[src/source/fifo_pkg.sv]
`default_nettype none

package fifo_pkg;

    // FIFO word
    localparam int DATA_WIDTH = 20;

    // Distributed memory geometry
    localparam int MEM_DEPTH_LOG2 = 5;
    localparam int MEM_DEPTH = 1 << MEM_DEPTH_LOG2;

    // Show-ahead stage after the memory
    localparam int OUT_STAGE_DEPTH = 2;

    // Words held in memory plus output stage
    localparam int FIFO_CAPACITY = MEM_DEPTH + OUT_STAGE_DEPTH;

    // Counter widths
    localparam int LEVEL_WIDTH = $clog2(FIFO_CAPACITY + 1);
    localparam int OUT_COUNT_WIDTH = $clog2(OUT_STAGE_DEPTH + 1);

endpackage

`default_nettype wire
[src/source/mlab_fifo.sv]
`timescale 1ns/1ps
`default_nettype none

module mlab_fifo
    import fifo_pkg::*;
(
    input  wire logic                   clk,
    input  wire logic                   rstReadAddr,

    input  wire logic                   push,
    input  wire logic [DATA_WIDTH-1:0]  push_data,
    output logic                        full,

    input  wire logic                   pop,
    output logic      [DATA_WIDTH-1:0]  pop_data,
    output logic                        pop_valid,

    output logic      [LEVEL_WIDTH-1:0] fill_level
);

    logic                       mem_write_enable;
    logic [MEM_DEPTH_LOG2-1:0]  mem_write_addr;
    logic [MEM_DEPTH_LOG2-1:0]  mem_read_addr;
    logic                       mem_read_stall;
    logic [DATA_WIDTH-1:0]      mem_data_out;
    logic                       stage_load;
    logic [OUT_COUNT_WIDTH-1:0] stage_count;

    fifo_control u_control (
        .clk                (clk),
        .rstReadAddr        (rstReadAddr),
        .push               (push),
        .pop                (pop),
        .pop_valid          (pop_valid),
        .out_count          (stage_count),
        .full               (full),
        .fill_level         (fill_level),
        .write_enable       (mem_write_enable),
        .write_addr         (mem_write_addr),
        .read_addr          (mem_read_addr),
        .read_address_stall (mem_read_stall),
        .load               (stage_load)
    );

    memory_mlab #(
        .WIDTH      (DATA_WIDTH),
        .DEPTH_LOG2 (MEM_DEPTH_LOG2)
    ) u_memory (
        .clk                (clk),
        .rstReadAddr        (rstReadAddr),
        .write_enable       (mem_write_enable),
        .write_addr         (mem_write_addr),
        .data_in            (push_data),
        .read_address_stall (mem_read_stall),
        .read_addr          (mem_read_addr),
        .data_out           (mem_data_out)
    );

    fifo_output_stage u_output_stage (
        .clk         (clk),
        .rstReadAddr (rstReadAddr),
        .load        (stage_load),
        .data_in     (mem_data_out),
        .pop         (pop),
        .pop_data    (pop_data),
        .pop_valid   (pop_valid),
        .out_count   (stage_count)
    );

endmodule

`default_nettype wire

[src/source/fifo_output_stage.sv]
`timescale 1ns/1ps
`default_nettype none

module fifo_output_stage
    import fifo_pkg::*;
(
    input  wire logic                       clk,
    input  wire logic                       rstReadAddr,

    input  wire logic                       load,
    input  wire logic [DATA_WIDTH-1:0]      data_in,
    input  wire logic                       pop,

    output logic      [DATA_WIDTH-1:0]      pop_data,
    output logic                            pop_valid,
    output logic      [OUT_COUNT_WIDTH-1:0] out_count
);

    // Entry 0 is the head
    logic [DATA_WIDTH-1:0] entry_0;
    logic [DATA_WIDTH-1:0] entry_1;
    logic                  pop_accept;

    assign pop_accept = pop && pop_valid;
    assign pop_valid  = (out_count != '0);
    assign pop_data   = entry_0;

    always_ff @(posedge clk or posedge rstReadAddr) begin
        if (rstReadAddr) begin
            out_count <= '0;
        end else if (load && !pop_accept) begin
            out_count <= out_count + 1'b1;
        end else if (pop_accept && !load) begin
            out_count <= out_count - 1'b1;
        end
    end

    always_ff @(posedge clk) begin
        case ({load, pop_accept})
            2'b10: begin
                if (out_count == '0) begin
                    entry_0 <= data_in;
                end else begin
                    entry_1 <= data_in;
                end
            end
            2'b01: begin
                entry_0 <= entry_1;
            end
            2'b11: begin
                // Head leaves while the new word joins behind the survivor
                if (out_count == OUT_COUNT_WIDTH'(1)) begin
                    entry_0 <= data_in;
                end else begin
                    entry_0 <= entry_1;
                    entry_1 <= data_in;
                end
            end
            default: begin
            end
        endcase
    end

    // Control must never prefetch into a full stage
    a_no_overflow: assert property (
        @(posedge clk) disable iff (rstReadAddr)
        !(load && (out_count == OUT_COUNT_WIDTH'(OUT_STAGE_DEPTH)) && !pop_accept)
    ) else $error("fifo_output_stage: load into full stage without pop");

endmodule

`default_nettype wire

[src/source/fifo_control.sv]
`timescale 1ns/1ps
`default_nettype none

module fifo_control
    import fifo_pkg::*;
(
    input  wire logic                       clk,
    input  wire logic                       rstReadAddr,

    input  wire logic                       push,
    input  wire logic                       pop,
    input  wire logic                       pop_valid,
    input  wire logic [OUT_COUNT_WIDTH-1:0] out_count,

    output logic                            full,
    output logic      [LEVEL_WIDTH-1:0]     fill_level,

    // Memory write port
    output logic                            write_enable,
    output logic      [MEM_DEPTH_LOG2-1:0]  write_addr,

    // Memory read port
    output logic      [MEM_DEPTH_LOG2-1:0]  read_addr,
    output logic                            read_address_stall,

    // Output stage capture strobe
    output logic                            load
);

    // One extra bit to tell full from empty
    logic [MEM_DEPTH_LOG2:0]  wr_ptr;
    logic [MEM_DEPTH_LOG2:0]  rd_ptr;
    logic [MEM_DEPTH_LOG2:0]  commit_ptr;

    // Stage 0 matches the memory write register, stage 1 the array write
    logic [1:0]               commit_shift;

    logic                     push_accept;
    logic                     pop_accept;
    logic                     fetch;
    logic [MEM_DEPTH_LOG2:0]  committed_words;
    logic [OUT_COUNT_WIDTH:0] stage_demand;

    assign push_accept = push && !full;
    assign pop_accept  = pop && pop_valid;

    assign full = (fill_level == LEVEL_WIDTH'(FIFO_CAPACITY));

    // Words already in the array and not yet fetched
    assign committed_words = commit_ptr - rd_ptr
                           + (MEM_DEPTH_LOG2 + 1)'(commit_shift[1]);

    // Entries the output stage will hold once the pending load lands
    assign stage_demand = (OUT_COUNT_WIDTH + 1)'(out_count)
                        + (OUT_COUNT_WIDTH + 1)'(load)
                        - (OUT_COUNT_WIDTH + 1)'(pop_accept);

    assign fetch = (committed_words != '0)
                && (stage_demand < (OUT_COUNT_WIDTH + 1)'(OUT_STAGE_DEPTH));

    assign write_enable       = push_accept;
    assign write_addr         = wr_ptr[MEM_DEPTH_LOG2-1:0];
    assign read_addr          = rd_ptr[MEM_DEPTH_LOG2-1:0];
    assign read_address_stall = !fetch;

    always_ff @(posedge clk or posedge rstReadAddr) begin
        if (rstReadAddr) begin
            wr_ptr       <= '0;
            rd_ptr       <= '0;
            commit_ptr   <= '0;
            commit_shift <= '0;
            load         <= 1'b0;
        end else begin
            if (push_accept) begin
                wr_ptr <= wr_ptr + 1'b1;
            end
            if (fetch) begin
                rd_ptr <= rd_ptr + 1'b1;
            end
            if (commit_shift[1]) begin
                commit_ptr <= commit_ptr + 1'b1;
            end
            commit_shift <= {commit_shift[0], push_accept};
            // Fetched word shows on data_out in the next cycle
            load <= fetch;
        end
    end

    // Level moves only on an unbalanced push or pop
    always_ff @(posedge clk or posedge rstReadAddr) begin
        if (rstReadAddr) begin
            fill_level <= '0;
        end else if (push_accept && !pop_accept) begin
            fill_level <= fill_level + 1'b1;
        end else if (pop_accept && !push_accept) begin
            fill_level <= fill_level - 1'b1;
        end
    end

    a_ptr_distance: assert property (
        @(posedge clk) disable iff (rstReadAddr)
        (wr_ptr - rd_ptr) <= (MEM_DEPTH_LOG2 + 1)'(MEM_DEPTH)
    ) else $error("fifo_control: pointer distance %0d beyond memory depth",
                  wr_ptr - rd_ptr);

    // Every accepted word is in memory, in flight to the output stage or held there
    a_level_bound: assert property (
        @(posedge clk) disable iff (rstReadAddr)
        (fill_level <= LEVEL_WIDTH'(FIFO_CAPACITY))
            && (fill_level == LEVEL_WIDTH'(wr_ptr - rd_ptr)
                              + LEVEL_WIDTH'(load) + LEVEL_WIDTH'(out_count))
    ) else $error("fifo_control: fill level %0d beyond capacity or off the word count",
                  fill_level);

endmodule

`default_nettype wire

[src/source/memory_mlab.sv]
`timescale 1ns/1ps
`default_nettype none

module memory_mlab
    import fifo_pkg::*;
#(
    parameter int WIDTH = DATA_WIDTH,
    parameter int DEPTH_LOG2 = MEM_DEPTH_LOG2
) (
    input  wire logic                  clk,
    input  wire logic                  rstReadAddr,

    // Write side
    input  wire logic                  write_enable,
    input  wire logic [DEPTH_LOG2-1:0] write_addr,
    input  wire logic [WIDTH-1:0]      data_in,

    // Read side
    input  wire logic                  read_address_stall,
    input  wire logic [DEPTH_LOG2-1:0] read_addr,
    output logic      [WIDTH-1:0]      data_out
);

    logic [WIDTH-1:0] mem_array [0:(1 << DEPTH_LOG2) - 1];

    logic                  write_enable_reg;
    logic [DEPTH_LOG2-1:0] write_addr_reg;
    logic [WIDTH-1:0]      write_data_reg;

    logic [DEPTH_LOG2-1:0] read_addr_reg;
    logic                  read_active_reg;

    // Array written one edge after the write port registers
    always_ff @(posedge clk) begin
        if (write_enable_reg) begin
            mem_array[write_addr_reg] <= write_data_reg;
        end
        write_enable_reg <= write_enable;
        write_addr_reg   <= write_addr;
        write_data_reg   <= data_in;
    end

    // Read address register clears like the MLAB address aclr
    always_ff @(posedge clk or posedge rstReadAddr) begin
        if (rstReadAddr) begin
            read_addr_reg   <= '0;
            read_active_reg <= 1'b0;
        end else begin
            if (!read_address_stall) begin
                read_addr_reg <= read_addr;
            end
            read_active_reg <= !read_address_stall;
        end
    end

    // Unregistered output
    assign data_out = mem_array[read_addr_reg];

    // Mixed-port collision would return undefined data on the real block
    a_no_read_during_write: assert property (
        @(posedge clk) disable iff (rstReadAddr)
        !(write_enable_reg && read_active_reg && (write_addr_reg == read_addr_reg))
    ) else $error("memory_mlab: read and write of address %0d in one cycle", read_addr_reg);

endmodule

`default_nettype wire

[config.mk]
export PLATFORM = sky130hd
export DESIGN_NAME = mlab_fifo
export DESIGN_NICKNAME = d
export VERILOG_FILES = /design/src/source/fifo_pkg.sv /design/src/source/mlab_fifo.sv /design/src/source/fifo_output_stage.sv /design/src/source/fifo_control.sv /design/src/source/memory_mlab.sv
export SDC_FILE = /design/constraint.sdc
export NUM_CORES = 1
export LEC_CHECK = 0
export ABC_AREA = 0
export BUFFER_PORTS_ARGS = -buffer_cell sky130_fd_sc_hd__buf_4
export CAP_MARGIN = 0
export CORE_MARGIN = 2
export CORE_UTILIZATION = 40
export DETAILED_ROUTE_END_ITERATION = 6
export GPL_TIMING_DRIVEN = 0
export PLACE_DENSITY = 0.58
export SLEW_MARGIN = 20
export SYNTH_ARGS = -nofsm -noshare
export SYNTH_HDL_FRONTEND = slang
export SYNTH_SLANG_ARGS = --single-unit
export TNS_END_PERCENT = 50
[constraint.sdc]
create_clock -name clk -period 7.43 [get_ports clk]
set_input_delay 0.3715 -clock clk [delete_from_list [all_inputs] [get_ports clk]]
set_output_delay 0.3715 -clock clk [all_outputs]
set_load 0.05 [all_outputs]
## Word level (Yosys, flattened, before mapping)

Memory sizes are Yosys's and may differ from the RTL's.
Index checks and enable logic that the tools add are counted.

| word-level totals | value |
|---|---|
| output and inout port bits | 28 |
| word-level logic and storage cells | 66 |
| input port bits | 24 |
| memories | 1 |
| register bits | 100 |
| RAM bits | 640 |

| cells by class | value |
|---|---|
| add/subtract/negate cells | 11 |
| reduce and logical (&&, ||, !) cells | 20 |
| multiplexer cells | 12 |
| equality and inequality tests | 8 |
| magnitude comparators | 1 |

Memories:

| memory | depth | bits a word | read ports | clocked after Yosys merged registers in | wr ports | RTL line | text |
|---|---|---|---|---|---|---|---|
| u_memory.mem_array | 32 | 20 | 1 | 0 | 1 | memory_mlab.sv:24 | `logic [WIDTH-1:0] mem_array [0:(1 << DEPTH_LOG2) - 1];` |

Operators with widths:

| kind | count |
|---|---|
| 20-bit 2-to-1 mux | 4 |
| 20-bit one-hot mux with 3 select lines | 1 |
| 20-bit one-hot mux with 2 select lines | 1 |
| 6-bit by 1-bit adder with 6-bit output, second input constant | 4 |
| 6-bit 2-to-1 mux | 2 |
| 2-bit nonzero test | 4 |
| 1-bit logical AND | 7 |
| 6-bit by 1-bit adder with 6-bit output | 1 |
| 6-bit == test, second input constant | 1 |
| 6-bit nonzero test | 1 |
| 6-bit by 1-bit subtractor with 6-bit output, second input constant | 1 |
| 6-bit subtractor | 1 |
| 2-bit by 1-bit == test with 1-bit output, second input constant | 2 |
| 2-bit == test, second input constant | 2 |
| 1-bit logical NOT | 4 |
| 2-bit 2-to-1 mux | 2 |
| 2-bit inequality test, second input constant | 2 |
| 2-bit by 1-bit adder with 3-bit output | 1 |
| 3-bit by 2-bit < comparator with 1-bit output, second input constant | 1 |
| 3-bit AND reduction | 1 |
| 3-bit nonzero test | 1 |
| 3-bit by 1-bit subtractor with 3-bit output | 1 |
| 2-bit by 1-bit adder with 2-bit output, second input constant | 1 |
| 2-bit logical NOT | 1 |
| 4 further kinds | 5 |

## Longest topological paths before layout

Gate-level depths: netlist of the first run.

| logic depth | value |
|---|---|
| word-level depth | 7 |
| mapped depth | 14 |
| gate-level depth less buffers | 14 |

## By module

A second synthesis of the first run with hierarchy kept.

| second synthesis, totals | value |
|---|---|
| cell total of the unflattened synthesis | 1718 |
| area, all modules | 29532.1 µm² |

By module, submodules not included:

| module | seq. area each (µm²) | area an instance (µm²) | times used | cells an instance |
|---|---|---|---|---|
| memory_mlab | 19864.1 | 25823.5 | 1 | 1431 |
| fifo_output_stage | 1251.2 | 2068.2 | 1 | 135 |
| fifo_control | 650.6 | 1640.3 | 1 | 152 |

## Worst setup path before layout of the first run

OpenSTA, ideal clock, no wires.

| timing path | value |
|---|---|
| kind | reg2reg |
| start | register u_control.fill_level[2] |
| end | register u_control.fill_level[5] |
| setup slack | 3096 ps |
| clock period less this slack | 4334 ps |
| path buffers | 1 |
| arrival time | 4252 ps |
| library setup time | 82 ps |
| cell stages (with the launch flop) | 14 |
| required time | 7348 ps |
| path through | dfrtp_1 > or4b_1 > nor3_1 > nor2b_1 > clkbuf_1 > ha_1 > inv_1 > ha_1 > a21oi_1 > a21boi_0 > o21a_1 > or3_1 > a21oi_1 > xor2_1 |

| between the ends | value |
|---|---|
| word-level cells in the longest chain between the ends | 6 |
| elaborated cells on any way between the ends | 11 |
| classes of those cells | add/sub: 2; eq/ne: 1; mux: 2; reduce/logical: 6 |

RTL lines:

| what | RTL line | text |
|---|---|---|
| from (decl) | fifo_control.sv:16 | `output logic [LEVEL_WIDTH-1:0] fill_level,` |
| from (signal assigned) | fifo_control.sv:94 | `fill_level <= fill_level + 1'b1;` |
| from (signal assigned) | fifo_control.sv:96 | `fill_level <= fill_level - 1'b1;` |
| 6-bit == test * | fifo_control.sv:47 | `assign full = (fill_level == LEVEL_WIDTH'(FIFO_CAPACITY));` |
| net full | mlab_fifo.sv:12 | `output logic full,` |
| 1-bit logical NOT * | fifo_control.sv:44 | `assign push_accept = push && !full;` |
| 1-bit logical AND * | fifo_control.sv:44 |  |
| net mem_write_enable | mlab_fifo.sv:21 | `logic mem_write_enable;` |
| 1-bit logical NOT | fifo_control.sv:95 | `end else if (pop_accept && !push_accept) begin` |
| 1-bit logical AND | fifo_control.sv:95 |  |
| 2-bit nonzero test (no line) | - |  |

Mark *: on every way through the listed nets, which the timed path passes. The rest lies on a longest branch. The select of a mux whose other input is x is not followed.
A chain may end at the register's enable or synchronous reset.

## Worst setup path after layout of the first run

| timing path | value |
|---|---|
| start | register u_control.fill_level[2] |
| end | register u_control.fill_level[5] |

| between the ends | value |
|---|---|
| word-level cells in the longest chain between the ends | 6 |
| elaborated cells on any way between the ends | 11 |
| classes of those cells | add/sub: 2; eq/ne: 1; mux: 2; reduce/logical: 6 |

RTL lines:

| what | RTL line |
|---|---|
| 6-bit == test * | fifo_control.sv:47 |
| 1-bit logical NOT * | fifo_control.sv:44 |
| 1-bit logical AND * | fifo_control.sv:44 |
| net mem_write_enable | mlab_fifo.sv:21 |
| 1-bit logical NOT | fifo_control.sv:95 |
| 1-bit logical AND | fifo_control.sv:95 |
| 2-bit nonzero test (no line) | - |

Marks and branches as above.

==> metrics.md, run 1 <==
| Metric | Value |
|---|---|
| Worst setup SP type | register |
| Hold path depth | 3 |
| Antenna viol nets, final | 0 |
| FP Rows | 98 |
| Global routing usage on met2 | 0.328 |
| Vias | approximately 16,000 |
| Worst Clk Skew | 31.7 ps |
| Endpoint, Worst Hold | u_output_stage.pop_data[18]$_DFFE_PP_ |
| Final Core Density | 0.478 |
| CTS clk-pin slew, worst paths | about 60 ps |
| Status | complete, no violations |
| Class of the worst hold path | input port to register |
| Vias in the first global route | 15,800 |
| Core footprint | 71,600 sq um |
| Die Y | 273 microns |
| Clock sinks | roughly 740 |
| Synth top area cells | edfxtp_1 (70%), mux2i_1 (11%), a22oi_1 (4.1%), dfrtp_1 (2.8%), dfxtp_1 (1.8%) |
| Register-to-register setup slack | 3840 ps |
| #FFs+latches synth | between 700 and 800 |
| Diode count | 0 |
| Kind of critical path | register to register |
| Post-synthesis async set-or-reset flop share | 0.0447 |
| Leakage power | 0.0116 uW |
| Fraction of layout cells with a size suffix above 1 | 0.164 |
| EDFF count, synth | 680 |
| Setup bufs post-CTS | 0 |
| Period utilisation layout | 0.483 |
| Worst Tran Pin Value | 1120 ps |
| Post-detail-place hpwl | 48.7 mm |
| Leading area contributor after synthesis | edfxtp_1 |
| Die Width | 273 microns |
| Post-Syn Area | between 20,000 and 30,000 sq um |
| Root buf cell | clkbuf_16 |
| Grt met3 use | 0.0354 |
| Top reg by flops | u_memory.mem_array |
| Tmin final | around 3600 ps |
| Top_reg_cell synth | edfxtp_1 |
| Max clock buf depth | 3 |
| Drt wl/cell | approximately 26 microns |
| Layout fillers | 6,010 |
| FF-to-FF path depth | 13 |
| DR iter-0 viols | 1,494 |
| Grt peak-use layer | met2 |
| Count leader, synth | edfxtp_1 |
| CP arrival | 4130 ps |
| Io pins | 52 |
| Rel. slew slack | 0.252 |
| Reg-to-reg endpoint | u_control.fill_level[5]$_DFFE_PP0P_ |
| First-pass GRT wire length | 108 mm |
| Final Hold Fails | 0 |
| Area Growth Syn to Fin | 18.1% |
| Met1 GRT Util | 0.273 |
| Initial core utilization | 0.405 |
| GRT Resource Usage Total | 0.202 |
| Final max-slew violation count | 0 |
| Final setup vio count | 0 |
| H-tree levels | 3 |
| Power Density | 404 nW/um^2 |
| Drc violations | 0 |
| Gpl congestion | about 0.84 |
| Grt ovf | 0 |
| Critical-path maximum fanout | 8 |
| Unrepaired setup endpoints after global routing | no |
| Synth warn | 0 |
| Synth unique cells | between 40 and 50 |
| Avg Synthesized Cell Area | 17.4 sq um |
| CP endpoint kind | register |
| Req. time, crit path | 7970 ps |
| Largest net degree at the start of global routing | 34 |
| Post-synthesis sequential area ratio | 0.751 |
| Total Routed Length | roughly 75 mm |
| Final Net Count | 1,906 |
| TNS Setup | 0 ps |
| Clock network latency to the later pin of the worst-skew pair | 640 ps |
| Hold Path Origin | pop |
| Antenna violations before repair | 1 |
| Pwr Total | around 14,000 uW |
| FMAX | 279 MHz |
| CTS tree | done |
| Number of CTS-inserted buffers | 80 |
| Vias/cell | ~5.4 |
| FF-to-FF Start | u_control.fill_level[2]$_DFFE_PP0P_ |
| DRT Pass-1 Iters | 6 |
| IO Port Bufs | 51 |
| Max Cap Violations | 0 |
| Syn_nets | between 1,500 and 2,000 |
| Max IR drop VDD | 0.000198 V |
| Max reg flops | 640 |
| Most frequent cells after synthesis | edfxtp_1 (680), mux2i_1 (321), a22oi_1 (160) |
| Synthesized instance count | around 1,700 |
| Die Area | 74,600 sq um |
| Share of the synthesized area in the top cell type | 0.704 |
-- metal layers --
layer | vias to the layer above | part of all wire
met1 | 8076 | 0.43
met5 | - | 0
met4 | 0 | 0.031
met3 | 101 | 0.062
li1 | 6979 | -
met2 | 462 | 0.48
-- through the flow --
stage | hold WS, ps | area [sq um] | setup slack (ps) | instances
2_1_floorplan | 331 | 29000 | 3100 | 1669
3_3_place_gp | 354 | 30600 | 3830 | 2670
3_5_place_dp | 346 | 31500 | 3880 | 2701
4_1_cts | 204 | 34200 | 3810 | 2869
5_1_grt | 278 | 34200 | 3510 | 2869
6_report | 239 | 34200 | 3840 | 2869
-- cells by family (layout without fill, tap and decap cells) --
logic type,count (synthesis),after routing,synth area share
xor gates and xnor gates,24,24,0.00725
and+or+nand+nor,155,155,0.0295
AOI/OAI and AO/OA,288,288,0.0679
buffers and inverters,111,361,0.0194
adders and majority gates,28,28,0.0129
DFF,739,739,0.751
muxes,324,324,0.112
-- repair_timing --
action,in CTS,in global routing
endpoints found under the hold margin,53,0
hold buffers,21,0
setup endpoints to repair,0,0
resized for setup,0,0
-- report_power, final --
part	leakage [uW]	switching, uW	internal [uW]	total, uW
registers	0.00675	270	5130	5400
logic	0.00361	3050	1610	4660
clock network	0.00120	1610	2150	3760
-- worst max-delay path, cell delays in order, from the launching register on --
cell	delay, ps
dfrtp_1	420
or4b_1	540
nor3_1	210
nor2b_1	70
clkbuf_1	250
ha_1	350
inv_1	180
ha_1	280
a21oi_1	180
a21boi_0	150
o21a_1	200
or3_1	310
a21oi_1	190
xor2_1	170
-- worst max-delay path by stage --
stage | slack [ps] | start | endpoint
5_1_grt | 3510 | u_control.fill_level[2]$_DFFE_PP0P_ | u_control.fill_level[5]$_DFFE_PP0P_
6_report | 3840 | u_control.fill_level[2]$_DFFE_PP0P_ | u_control.fill_level[5]$_DFFE_PP0P_
4_1_cts | 3810 | u_control.fill_level[2]$_DFFE_PP0P_ | u_control.fill_level[5]$_DFFE_PP0P_
3_3_place_gp | 3830 | u_output_stage.out_count[1]$_DFFE_PP0P_ | u_output_stage.entry_1[6]$_DFFE_PP_
2_1_floorplan | 3100 | u_control.fill_level[2]$_DFFE_PP0P_ | u_control.fill_level[5]$_DFFE_PP0P_
3_5_place_dp | 3880 | u_control.fill_level[2]$_DFFE_PP0P_ | u_control.fill_level[5]$_DFFE_PP0P_
-- cells in the final DEF, fill, tap and decap left out, drive strengths merged, types with 2 or more instances in the layout --
cell type	synthesis	layout
or3b	3	3
dfxtp	26	26
a22oi	160	160
edfxtp	680	680
o21a	2	2
dlygate4sd3	0	21
clkinv	0	27
bufinv	0	2
xor2	10	10
buf	42	124
xnor2	14	14
nand2	57	57
nand3	5	5
nor2b	3	3
o21ai	10	10
o31ai	2	2
a21boi	2	2
clkbuf	47	154
mux2	3	3
ha	25	25
a22o	20	20
nor2	42	42
nor4	21	21
nand4	5	5
a21oi	87	87
dfrtp	33	33
fa	3	3
inv	22	27
nand2b	2	2
a21o	2	2
nand3b	5	5
or2	2	2
nor3	4	4
or3	2	2
clkinvlp	0	6
mux2i	321	321
-- area by class of cell --
cell class / count / area [sq um] / share of cell area
repair buffers: 103 / 1300 / 0.0379
well taps: 950 / 1190 / 0.0347
clock buffers: 107 / 2180 / 0.0638
multi-input cells: 819 / 6910 / 0.202
clock inverters: 40 / 304 / 0.00888
inverters: 22 / 82.6 / 0.00241
plain buffers: 89 / 480 / 0.0140
flip-flops and latches: 739 / 21800 / 0.636
No activity file was read; power rests on OpenSTA's default activity.
==> inputs of run 2 (changes only) <==
Settings changed: ABC_AREA 0 to 1.
Clock period 7.43 ns to 3.5 ns, I/O delays scaled along.
==> metrics.md, run 2 <==
| Metric | Value |
|---|---|
| Worst Clk Skew | 26.8 ps |
| Status | complete, no violations |
| Register-to-register setup slack | 270 ps |
| Grt ovf | 0 |
| Reg-to-reg endpoint | u_output_stage.pop_data[18]$_DFFE_PP_ |
| Die Y | 279 microns |
| Die Area | 77,700 sq um |
| FMAX | about 310 MHz |
| Worst setup SP type | register |
| Post-synthesis sequential area ratio | 0.721 |
| Core footprint | approximately 75,000 sq um |
| Most frequent cells in the layout | nand2_1 (938), edfxtp_1 (680), nand3_1 (570), clkbuf_16 (83), buf_4 (76) |
| Kind of critical path | register to register |
| H-tree levels | 3 |
| FF-to-FF path depth | 13 |
| DP Cell Count | approximately 3,600 |
| Top reg by flops | u_memory.mem_array |
| Area Growth Syn to Fin | 17.6% |
| Avg Synthesized Cell Area | 11.7 sq um |
| Antenna viol nets, final | 0 |
| Final setup vio count | 0 |
| First-pass GRT wire length | between 100 and 150 mm |
| Diode count | 0 |
| Period utilisation layout | 0.923 |
| FP Rows | 100 |
| GRT Resource Usage Total | 0.214 |
| FF-to-FF Start | u_output_stage.out_count[0]$_DFFE_PP0P_ |
| Synth warn | 0 |
| Storage element area | 21,800 sq um |
| TNS Setup | 0 ps |
| Die Width | 279 microns |
| Layout fillers | around 6,600 |
| Post-detail-place hpwl | 54.3 mm |
| Total Routed Length | 82.8 mm |
| Power Density | 854 nW/um^2 |
| Req. time, crit path | 3930 ps |
| Synthesized instance count | 2,577 |
| Hold_ws | ~140 ps |
| Endpoint, Worst Hold | u_output_stage.pop_data[9]$_DFFE_PP_ |
| Leading area contributor after synthesis | edfxtp_1 |
| Count leader, synth | nand2_1 |
| #FFs+latches synth | 739 |
| Share of the synthesized area in the top cell type | 0.676 |
| Top_reg_cell synth | edfxtp_1 |
| Critical-path maximum fanout | 10 |
| Most frequent cells after synthesis | nand2_1 (938), edfxtp_1 (680), nand3_1 (570) |
| Vias | 20,100 |
| Final Net Count | 2,805 |
| Number of CTS-inserted buffers | 80 |
| Hold Path Origin | pop |
| Final Hold Fails | 0 |
| DR iter-0 viols | 2,102 |
| Max reg flops | 640 |
| Drc violations | 0 |
| Post-synthesis async set-or-reset flop share | 0.0447 |
| Post-Syn Area | a little over 30,000 sq um |
| EDFF count, synth | 680 |
| Worst Tran Pin Value | 988 ps |
| Worst Slack Setup Final | approximately 270 ps |
| Final instance count without filler cells | 3,785 |
| Io pins | 52 |
| Tmin final | ~3200 ps |
| Vias/cell | 5.31 |
| Max Cap Violations | 0 |
| Vias in the first global route | 19,800 |
| CTS clk-pin slew, worst paths | 60 ps |
| Class of the worst hold path | input port to register |
| DRT Pass-1 Iters | 7 |
| Max clock buf depth | 3 |
| Syn_nets | 2,629 |
| Unrepaired setup endpoints after global routing | no |
| Clock sinks | 739 |
| Final max-slew violation count | 0 |
| Initial core utilization | 0.405 |
| Clock network latency to the later pin of the worst-skew pair | 630 ps |
| Most common cell after layout, fill and taps aside | nand2_1 |
| Largest net degree at the start of global routing | 34 |
| Max IR drop VDD | approximately 0.00064 V |
| IO Port Bufs | 51 |
| Rel. slew slack | 0.339 |
| Hold path depth | 3 |
| CP endpoint kind | register |
| Root buf cell | clkbuf_16 |
| Synth top area cells | edfxtp_1 (68%), nand2_1 (12%), nand3_1 (9.4%), dfrtp_1 (2.7%), dfxtp_1 (1.7%) |
| Dpl ws | -220 ps |
| Fraction of layout cells with a size suffix above 1 | 0.127 |
| Area taken by multi-input logic gates | 7660 sq um |
| Pwr Total | 30,300 uW |
| Leakage power | ~0.013 uW |
| Antenna violations before repair | 0 |
| Synth unique cells | 30 |
| CP arrival | 3660 ps |
| CTS tree | done |
| Gpl congestion | about 0.94 |
| Drt wl/cell | 21.9 microns |
[run 2: cell types whose count changed in the layout (fill, tap and decap cells not counted), moves of 30 or more]
cell and delta:
nand2_1 +881, buf_2 +53, clkbuf_1 -30, nand3_1 +565, a22oi_1 -160, mux2i_1 -321, a21oi_1 -78
[run 2: power breakdown]
group / internal (uW) / total [uW] / leakage [uW] / switching (uW)
Sequential: 10800 / 11400 / 0.00678 / 550
Combinational: 3120 / 10300 / 0.00510 / 7150
Clock: 5180 / 8660 / 0.00131 / 3480
[run 2: area by class of cell]
type / instances / area share
Tap cell: 969 / 0.0341
Clock buffer: 102 / 0.0619
Multi-Input combinational cell: 1649 / 0.216
Buffer: 145 / 0.0242
Clock inverter: 43 / 0.0137
Sequential cell: 739 / 0.614
Timing Repair Buffer: 94 / 0.0319
Inverter: 44 / 0.00479
[run 2: logic make-up after synthesis]
group                      share of synthesized area
adders and majority gates                     0.0124
AOI/OAI and AO/OA                            0.00377
and+or+nand+nor                                0.222
muxes                                       0.000373
DFF                                            0.721
buffers and inverters                         0.0341
xor gates and xnor gates                     0.00638
[run 2: worst max-delay path by stage]
stage	start	end	cells after the start
after global placement	u_output_stage.out_count[1]$_DFFE_PP0P_	u_output_stage.pop_data[8]$_DFFE_PP_	4
after CTS	u_output_stage.out_count[1]$_DFFE_PP0P_	u_output_stage.pop_data[18]$_DFFE_PP_	12
after detailed placement	u_output_stage.out_count[1]$_DFFE_PP0P_	u_output_stage.pop_data[18]$_DFFE_PP_	12
final	u_output_stage.out_count[0]$_DFFE_PP0P_	u_output_stage.pop_data[18]$_DFFE_PP_	13
after floorplan	u_output_stage.out_count[1]$_DFFE_PP0P_	u_output_stage.entry_1[0]$_DFFE_PP_	8
after global routing	u_output_stage.out_count[1]$_DFFE_PP0P_	u_output_stage.pop_data[18]$_DFFE_PP_	12
[run 2: worst max-delay path, stage by stage, from the launching register on]
cell      delay (ps)
dfrtp_1          380
inv_1             90
ha_1             200
inv_1            200
nand2_1          230
inv_1            170
ha_1             250
nand2_1          110
o21ai_2          180
clkinv_1         420
clkbuf_1         380
nand2_1          140
nand3_1           80
nand2_1          190
[run 2: stage by stage]
| stage | util | cell area, sq um |
|---|---|---|
| after global routing | 0.476 | 35500 |
| after global placement | 0.426 | 31800 |
| after CTS | 0.476 | 35500 |
| after detailed placement | 0.437 | 32600 |
| final | 0.476 | 35500 |
| after floorplan | - | 30200 |
[run 2: what timing repair did]
item / in CTS / in global routing
hold endpoints to repair: 55 / 0
buffers inserted: 0 / 0
gates resized for setup: 1 / 1
hold buffers: 22 / 0
setup endpoints to repair: 10 / 10
[run 2: layer usage]
| metal | wire, microns | up-vias | global-route usage | share of wire |
|---|---|---|---|---|
| li1 | - | 9327 | - | - |
| met1 | 35900 | 9831 | 0.298 | 0.43 |
| met2 | 38300 | 809 | 0.338 | 0.46 |
| met3 | 6560 | 133 | 0.0443 | 0.079 |
| met4 | 2090 | 0 | 0.0648 | 0.025 |
| met5 | 0 | - | 0 | 0 |
